`src/obi_config.svh`:
```
////////////////////////////////////////////////////////////
// Bus widths and outstanding-transfer limit of the
// data-side OBI adapter
////////////////////////////////////////////////////////////

`ifndef OBI_CONFIG_SVH
`define OBI_CONFIG_SVH

// Byte address width of the A channel
`define OBI_ADDR_W 32

// Width of wdata and rdata
`define OBI_DATA_W 32

// Queue depth and the highest value of the outstanding counter
`define OBI_MAX_OUTSTANDING 2

`endif

```
`src/obi_pkg.sv`:
```
////////////////////////////////////////////////////////////
// Opcode enum and the request, A-channel, R-channel and
// response structs of the data-side OBI adapter
////////////////////////////////////////////////////////////

`include "obi_config.svh"

package obi_pkg;

  // Transfer kind, the value is the OBI we bit
  typedef enum logic {
    OP_READ  = 1'b0,
    OP_WRITE = 1'b1
  } obi_op_e;

  // Core-side transaction request
  typedef struct packed {
    logic [`OBI_ADDR_W-1:0]   addr;
    obi_op_e                  op;
    logic [`OBI_DATA_W/8-1:0] be;
    logic [`OBI_DATA_W-1:0]   wdata;
    logic [2:0]               prot;
    logic [1:0]               memtype;
    logic                     dbg;
    // Request asks for rchk checking on its response
    logic                     integrity;
  } obi_req_t;

  // A-channel payload
  // achk[11:8] even parity of wdata bytes 3..0
  // achk[7] parity of the zero atop field, achk[6] odd parity of dbg
  // achk[5] odd parity of {be, we}, achk[4] odd parity of {prot, memtype}
  // achk[3:0] even parity of addr bytes 3..0
  typedef struct packed {
    logic [`OBI_ADDR_W-1:0]   addr;
    obi_op_e                  op;
    logic [`OBI_DATA_W/8-1:0] be;
    logic [`OBI_DATA_W-1:0]   wdata;
    logic [2:0]               prot;
    logic [1:0]               memtype;
    logic                     dbg;
    logic [11:0]              achk;
  } obi_a_t;

  // R-channel payload
  // rchk[4] even parity of err, rchk[3:0] even parity of rdata bytes 3..0
  typedef struct packed {
    logic [`OBI_DATA_W-1:0] rdata;
    logic                   err;
    logic [4:0]             rchk;
  } obi_r_t;

  // Core-side transaction response
  typedef struct packed {
    logic [`OBI_DATA_W-1:0] rdata;
    logic                   err;
    // Echo of the request's integrity attribute
    logic                   integrity;
    // Any parity or checksum fault seen for this transfer
    logic                   integrity_err;
  } obi_resp_t;

endpackage

```
`src/obi_data_if.sv`:
```
////////////////////////////////////////////////////////////
// Data-side OBI adapter top, encoder, tracker and checker
////////////////////////////////////////////////////////////

`timescale 1ns/1ps

module obi_data_if (
  input  logic               clk,
  input  logic               rst_n,
  input  logic               integrity_en_i,
  // Core side
  input  logic               trans_valid_i,
  output logic               trans_ready_o,
  input  obi_pkg::obi_req_t  trans_i,
  output logic               resp_valid_o,
  output obi_pkg::obi_resp_t resp_o,
  output logic               integrity_err_o,
  // OBI side
  output logic               obi_req_o,
  output logic               obi_reqpar_o,
  output obi_pkg::obi_a_t    obi_a_o,
  input  logic               obi_gnt_i,
  input  logic               obi_gntpar_i,
  input  logic               obi_rvalid_i,
  input  logic               obi_rvalidpar_i,
  input  obi_pkg::obi_r_t    obi_r_i
);

  // Head-of-queue attributes for the next response
  logic head_gntpar_err;
  logic head_integrity;
  // Immediate faults from tracker and checker
  logic gntpar_err;
  logic resp_err;
  logic pop;

  // No request buffering, grant is the ready
  assign trans_ready_o   = obi_gnt_i;
  assign integrity_err_o = gntpar_err || resp_err;

  obi_req_encoder u_req_encoder (
    .trans_valid_i (trans_valid_i),
    .trans_i       (trans_i),
    .obi_req_o     (obi_req_o),
    .obi_reqpar_o  (obi_reqpar_o),
    .obi_a_o       (obi_a_o)
  );

  obi_outstanding_tracker u_tracker (
    .clk               (clk),
    .rst_n             (rst_n),
    .obi_req_i         (obi_req_o),
    .obi_gnt_i         (obi_gnt_i),
    .obi_gntpar_i      (obi_gntpar_i),
    .trans_integrity_i (trans_i.integrity),
    .pop_i             (pop),
    .head_gntpar_err_o (head_gntpar_err),
    .head_integrity_o  (head_integrity),
    .gntpar_err_o      (gntpar_err)
  );

  obi_resp_checker u_resp_checker (
    .integrity_en_i    (integrity_en_i),
    .obi_rvalid_i      (obi_rvalid_i),
    .obi_rvalidpar_i   (obi_rvalidpar_i),
    .obi_r_i           (obi_r_i),
    .head_gntpar_err_i (head_gntpar_err),
    .head_integrity_i  (head_integrity),
    .pop_o             (pop),
    .resp_valid_o      (resp_valid_o),
    .resp_o            (resp_o),
    .resp_err_o        (resp_err)
  );

  // A request waiting for its grant keeps its payload
  a_req_stable: assert property (@(posedge clk) disable iff (!rst_n)
    obi_req_o && !obi_gnt_i |=> obi_req_o && $stable(obi_a_o));

endmodule

```
`src/obi_outstanding_tracker.sv`:
```
////////////////////////////////////////////////////////////
// Outstanding-transfer counter and in-order queue of the
// per-transfer grant-parity error and integrity attribute
////////////////////////////////////////////////////////////

`timescale 1ns/1ps

`include "obi_config.svh"

module obi_outstanding_tracker (
  input  logic clk,
  input  logic rst_n,
  input  logic obi_req_i,
  input  logic obi_gnt_i,
  input  logic obi_gntpar_i,
  input  logic trans_integrity_i,
  input  logic pop_i,
  output logic head_gntpar_err_o,
  output logic head_integrity_o,
  output logic gntpar_err_o
);

  localparam int DEPTH = `OBI_MAX_OUTSTANDING;
  localparam int CNT_W = $clog2(DEPTH + 1);
  localparam int PTR_W = (DEPTH > 1) ? $clog2(DEPTH) : 1;

  // One queued attribute pair per granted transfer
  typedef struct packed {
    logic gntpar_err;
    logic integrity;
  } attr_t;

  attr_t            queue_q [DEPTH];
  logic [PTR_W-1:0] wr_ptr_q;
  logic [PTR_W-1:0] rd_ptr_q;
  logic [CNT_W-1:0] cnt_q;
  logic [CNT_W-1:0] cnt_d;
  logic             push;
  logic             full;
  logic             empty;

  // Accepted A-channel transfer
  assign push  = obi_req_i && obi_gnt_i;
  assign full  = (cnt_q == CNT_W'(DEPTH));
  assign empty = (cnt_q == '0);

  // Companion equal to the strobe means a parity fault
  assign gntpar_err_o = (obi_gnt_i == obi_gntpar_i);

  ////////////////////////////////////////////////////////////
  // Outstanding counter
  ////////////////////////////////////////////////////////////

  always_comb begin
    case ({push, pop_i})
      2'b10:   cnt_d = cnt_q + 1'b1;
      2'b01:   cnt_d = cnt_q - 1'b1;
      // Idle, or push and pop together
      default: cnt_d = cnt_q;
    endcase
  end

  always_ff @(posedge clk or negedge rst_n) begin
    if (!rst_n) begin
      cnt_q    <= '0;
      wr_ptr_q <= '0;
      rd_ptr_q <= '0;
    end else begin
      cnt_q <= cnt_d;
      // Pointers wrap at DEPTH, which need not be a power of two
      if (push) begin
        wr_ptr_q <= (wr_ptr_q == PTR_W'(DEPTH - 1)) ? '0 : wr_ptr_q + 1'b1;
      end
      if (pop_i) begin
        rd_ptr_q <= (rd_ptr_q == PTR_W'(DEPTH - 1)) ? '0 : rd_ptr_q + 1'b1;
      end
    end
  end

  // Attribute pair captured in the grant cycle
  always_ff @(posedge clk) begin
    if (push) begin
      queue_q[wr_ptr_q] <= '{gntpar_err: gntpar_err_o, integrity: trans_integrity_i};
    end
  end

  // Head of queue belongs to the next response
  assign head_gntpar_err_o = queue_q[rd_ptr_q].gntpar_err;
  assign head_integrity_o  = queue_q[rd_ptr_q].integrity;

  // Core must respect the outstanding limit
  a_no_push_full: assert property (@(posedge clk) disable iff (!rst_n)
    push && full |-> pop_i);

  // A response always has a granted transfer behind it
  a_no_pop_empty: assert property (@(posedge clk) disable iff (!rst_n)
    pop_i |-> !empty);

endmodule

```
`src/obi_req_encoder.sv`:
```
////////////////////////////////////////////////////////////
// Request encoder, maps a transaction request onto the OBI
// A channel and adds achk and reqpar
////////////////////////////////////////////////////////////

`timescale 1ns/1ps

`include "obi_config.svh"

module obi_req_encoder (
  input  logic              trans_valid_i,
  input  obi_pkg::obi_req_t trans_i,
  output logic              obi_req_o,
  output logic              obi_reqpar_o,
  output obi_pkg::obi_a_t   obi_a_o
);

  import obi_pkg::*;

  localparam int ADDR_BYTES = `OBI_ADDR_W / 8;
  localparam int DATA_BYTES = `OBI_DATA_W / 8;

  // OBI write enable derived from the opcode
  logic                  we;
  // Per-byte even parity of wdata and addr
  logic [DATA_BYTES-1:0] wdata_par;
  logic [ADDR_BYTES-1:0] addr_par;

  // Strobe goes straight out, companion is its inverse
  assign obi_req_o    = trans_valid_i;
  assign obi_reqpar_o = ~trans_valid_i;

  assign we = (trans_i.op == OP_WRITE);

  always_comb begin
    for (int i = 0; i < DATA_BYTES; i++) begin
      wdata_par[i] = ^trans_i.wdata[8*i +: 8];
    end
    for (int j = 0; j < ADDR_BYTES; j++) begin
      addr_par[j] = ^trans_i.addr[8*j +: 8];
    end
  end

  ////////////////////////////////////////////////////////////
  // A-channel payload
  ////////////////////////////////////////////////////////////

  always_comb begin
    obi_a_o.addr    = trans_i.addr;
    obi_a_o.op      = trans_i.op;
    obi_a_o.be      = trans_i.be;
    obi_a_o.wdata   = trans_i.wdata;
    obi_a_o.prot    = trans_i.prot;
    obi_a_o.memtype = trans_i.memtype;
    obi_a_o.dbg     = trans_i.dbg;
    // Atop is not driven, its parity bit is that of all zeros
    obi_a_o.achk    = {wdata_par,
                       1'b0,
                       ~trans_i.dbg,
                       ~^{trans_i.be, we},
                       ~^{trans_i.prot, trans_i.memtype},
                       addr_par};
  end

endmodule

```
`src/obi_resp_checker.sv`:
```
////////////////////////////////////////////////////////////
// Response checker, rvalid parity and rchk checks merged
// with the queued attributes into the core response
////////////////////////////////////////////////////////////

`timescale 1ns/1ps

`include "obi_config.svh"

module obi_resp_checker (
  input  logic               integrity_en_i,
  input  logic               obi_rvalid_i,
  input  logic               obi_rvalidpar_i,
  input  obi_pkg::obi_r_t    obi_r_i,
  input  logic               head_gntpar_err_i,
  input  logic               head_integrity_i,
  output logic               pop_o,
  output logic               resp_valid_o,
  output obi_pkg::obi_resp_t resp_o,
  output logic               resp_err_o
);

  localparam int DATA_BYTES = `OBI_DATA_W / 8;

  // Expected checksum, err parity above the byte parities
  logic [DATA_BYTES:0] rchk_exp;
  logic                rvalidpar_err;
  logic                rchk_err;

  always_comb begin
    for (int i = 0; i < DATA_BYTES; i++) begin
      rchk_exp[i] = ^obi_r_i.rdata[8*i +: 8];
    end
    rchk_exp[DATA_BYTES] = obi_r_i.err;
  end

  // Rvalid parity checked in every cycle, not only with a response
  assign rvalidpar_err = (obi_rvalid_i == obi_rvalidpar_i);

  // Checksum only counts when the transfer asked for it and it is enabled
  assign rchk_err = obi_rvalid_i && head_integrity_i && integrity_en_i &&
                    (obi_r_i.rchk != rchk_exp);

  ////////////////////////////////////////////////////////////
  // Response to the core
  ////////////////////////////////////////////////////////////

  // Consumer is always ready, every rvalid retires one transfer
  assign pop_o        = obi_rvalid_i;
  assign resp_valid_o = obi_rvalid_i;

  always_comb begin
    resp_o.rdata         = obi_r_i.rdata;
    resp_o.err           = obi_r_i.err;
    resp_o.integrity     = head_integrity_i;
    // Grant fault of this transfer joins the response-phase checks
    resp_o.integrity_err = rvalidpar_err || rchk_err || head_gntpar_err_i;
  end

  // Immediate response-phase faults only
  assign resp_err_o = rvalidpar_err || rchk_err;

endmodule

```
`config.mk`:
```
export PLATFORM = sky130hd
export DESIGN_NAME = obi_data_if
export DESIGN_NICKNAME = d
export VERILOG_FILES = /design/src/obi_pkg.sv /design/src/obi_data_if.sv /design/src/obi_outstanding_tracker.sv /design/src/obi_req_encoder.sv /design/src/obi_resp_checker.sv
export VERILOG_INCLUDE_DIRS = /design/src /design/src/src
export SDC_FILE = /design/constraint.sdc
export NUM_CORES = 1
export LEC_CHECK = 0
export ABC_AREA = 0
export BUFFER_PORTS_ARGS = -buffer_cell sky130_fd_sc_hd__buf_2
export CORE_AREA = 2 2 95 97
export CTS_CLUSTER_SIZE = 25
export DETAILED_ROUTE_END_ITERATION = 7
export DIE_AREA = 0 0 97 99
export PLACE_DENSITY = 0.59
export REMOVE_ABC_BUFFERS = 1
export SKIP_LAST_GASP = 1
export SYNTH_ARGS = -nofsm -noshare
export SYNTH_HDL_FRONTEND = slang
export SYNTH_SLANG_ARGS = --single-unit
```
`constraint.sdc`:
```
create_clock -name clk -period 3.4 [get_ports clk]
set_input_delay 0.17 -clock clk [delete_from_list [all_inputs] [get_ports clk]]
set_output_delay 0.17 -clock clk [all_outputs]
set_load 0.05 [all_outputs]
```
==> reports/results.ini <==
[run_status]
outcome = finished clean

[placement]
preCtsSetupSlack_ps = 1450
gp_congestion = 0.749
port_buffers = 247
place_hpwl_mm = 4.48

[clock_network]
cts_sinks = 6
cts-resized-gates = 0
clock_latency_ps = 220
cts_setup_buffers = 0
cts-root-buf = clkbuf_8
numCtsBuffers = 3
cts_tree = built
clkTransAtPathRegs_ps = 40
clk_path_buf_depth = 2
h-tree-depth = 1
holdBufCountCts = 1

[drt]
drt_first_pass_iters = 4
totalWireLength_mm = 4.66
viasPerCell = 3.67
ant_nets = 0
vias = 1754
wl_per_cell_um = 9.74
initialDrtViolationCount = 12
drc = 0

[synth]
synth_edf_count = 4
synthArstFlopShare = 0.333
synth_flop_cell = edfxtp_1
synth_warnings = 0
seq_area_frac_synth = 0.0849
ys_ff_latch = 6
syn_area_mm2 = 0.00200
avgSynthCellArea_um2 = 8.67
ys_types = 16
netlist_instances = 231

[grt]
grt_pass1_wl_mm = 6.66
grt_pass1_vias = 1596
grt_max_degree = 5
antenna_found_initial = 0
track_usage = 0.0817
grt.overflow.total = 0

[floorplan]
num_io_pins = 249
rows = 34
core_mm2 = 0.00855
start_util = 0.234
dieArea_mm2 = 0.00960
die_w_um = 97
die_height_um = 99

[sta]
finalCritPeriodShare = 0.561
tns_ps = 0
fin_ws_ps = 1490
setup_viol = 0
hold_viol = 0
rsz0062_at_grt = false
fmax_ghz = 0.525
slew_violations = 0
finClkSkew_ps = 5.51
period_minus_slack_ps = 1910

[critical_path]
arrival_ps = 1740
rr_worst_depth = 1
critPathRequiredTime_ps = 3230
crit_start = obi_r_i[32]
crit_type = input pin to output pin
worstSetupEndpointType = output pin
start_kind = input pin
regToRegEndpoint = u_tracker.queue_q[1][0]$_DFFE_PP_
regToRegSetupSlack_ps = 2500
critPathMaxFanout = 2
regToRegStartpoint = u_tracker.wr_ptr_q$_DFFE_PN0P_

[power]
seqPwrFrac = 0.098
power_leakage_nw = 1.40
netSwitchingFraction = 0.596
combPwrFrac = 0.803
total_power_w = 0.00114
p_int_w = 0.000460
p_sw_w = 0.000678
ir_drop_mv = 0.222
clkPwrFrac = 0.099
power_density_mw_per_mm2 = 441

[hold_path]
min_path_cells = 1
min_to = u_tracker.queue_q[0][0]$_DFFE_PP_
min_path_type = input pin to flop
worstHoldStart = trans_i[0]

[layout]
final_util = 0.302
seq_area_um2 = 170
multi_input_area_um2 = 970
final_common_cell = buf_2
final_cell_mix = buf_2 (247), xnor2_1 (74), xor2_1 (21), inv_1 (4), edfxtp_1 (4)
synthToLayoutAreaGrowth_pct = 28.9
finalNetCount = 493
n_fill_cell = 917
diodes = 0
drive_above_1_share = 0.681

[job]
cap_violations = 0

-- final cells by class --
class / count / share of cell area
clock buffer: 4 / 0.0175
multi-input combinational: 108 / 0.376
sequential: 6 / 0.0659
timing repair buffer: 248 / 0.483
tap: 108 / 0.0524
inverter: 4 / 0.00582
-- power by group through the flow --
stage	sequential, W	clock [W]	combinational [W]
final	0.000112	0.000112	0.000914
after global routing	0.000113	0.000121	0.000958
after CTS	0.000113	0.000114	0.000924
after detailed placement	0.000114	0	0.000922
after global placement	0.000113	0	0.000917
after floorplan	0.000109	0	0.000428
-- layer usage --
layer | GRT usage | part of all wire | up-vias
met5 | 0 | 0 | -
met4 | 0.0184 | 0.0049 | 0
met3 | 0.0113 | 0.095 | 4
met2 | 0.172 | 0.57 | 114
met1 | 0.0837 | 0.33 | 763
li1 | - | - | 873
-- how the worst max path moves through the flow --
stage,depth (start not counted),slack [ps],endpoint
floorplan,6,1660,integrity_err_o
global placement,8,1460,integrity_err_o
detailed placement,8,1450,integrity_err_o
CTS,8,1430,integrity_err_o
global route,8,1320,integrity_err_o
finish,8,1490,integrity_err_o
-- per-stage QoR --
stage               hold slack [ps]  std cells  instance area [um2]
floorplan                      -126        118                 1150
global route                    136        478                 2580
detailed placement            -36.4        473                 2530
CTS                             137        478                 2580
finish                          140        478                 2580
global placement              -39.6        473                 2530
-- cell families after synthesis --
group                  Yosys count  share of synthesized area
flip-flops                       6                     0.0850
other                            1                    0.00187
AO/OA/AOI/OAI                    1                    0.00749
XOR/XNOR                        98                      0.449
AND/OR/NAND/NOR                  6                     0.0150
buffers and inverters          117                      0.431
multiplexers                     2                     0.0106
-- registers in the layout, indices dropped and copies added, names as in the netlist --
name,count
u_tracker.queue_q,4
u_tracker.wr_ptr_q,1
u_tracker.rd_ptr_q,1
-- Yosys cell counts (2+ instances only) --
library cell | number | share of area
buf_4 | 113 | 0.42
inv_1 | 4 | 0.0075
nand3_1 | 2 | 0.0050
xnor2_1 | 74 | 0.32
xor2_1 | 21 | 0.092
dfrtp_1 | 2 | 0.025
xnor3_1 | 3 | 0.034
edfxtp_1 | 4 | 0.060
-- worst max-delay path, stage by stage --
cell and delay (ps):
buf_2 110, xor2_1 170, xnor3_1 460, xnor2_1 170, nand4_1 140, o2111ai_2 210
nand3_1 100, buf_2 220
Note: power is estimated with default switching activity, not from simulation.
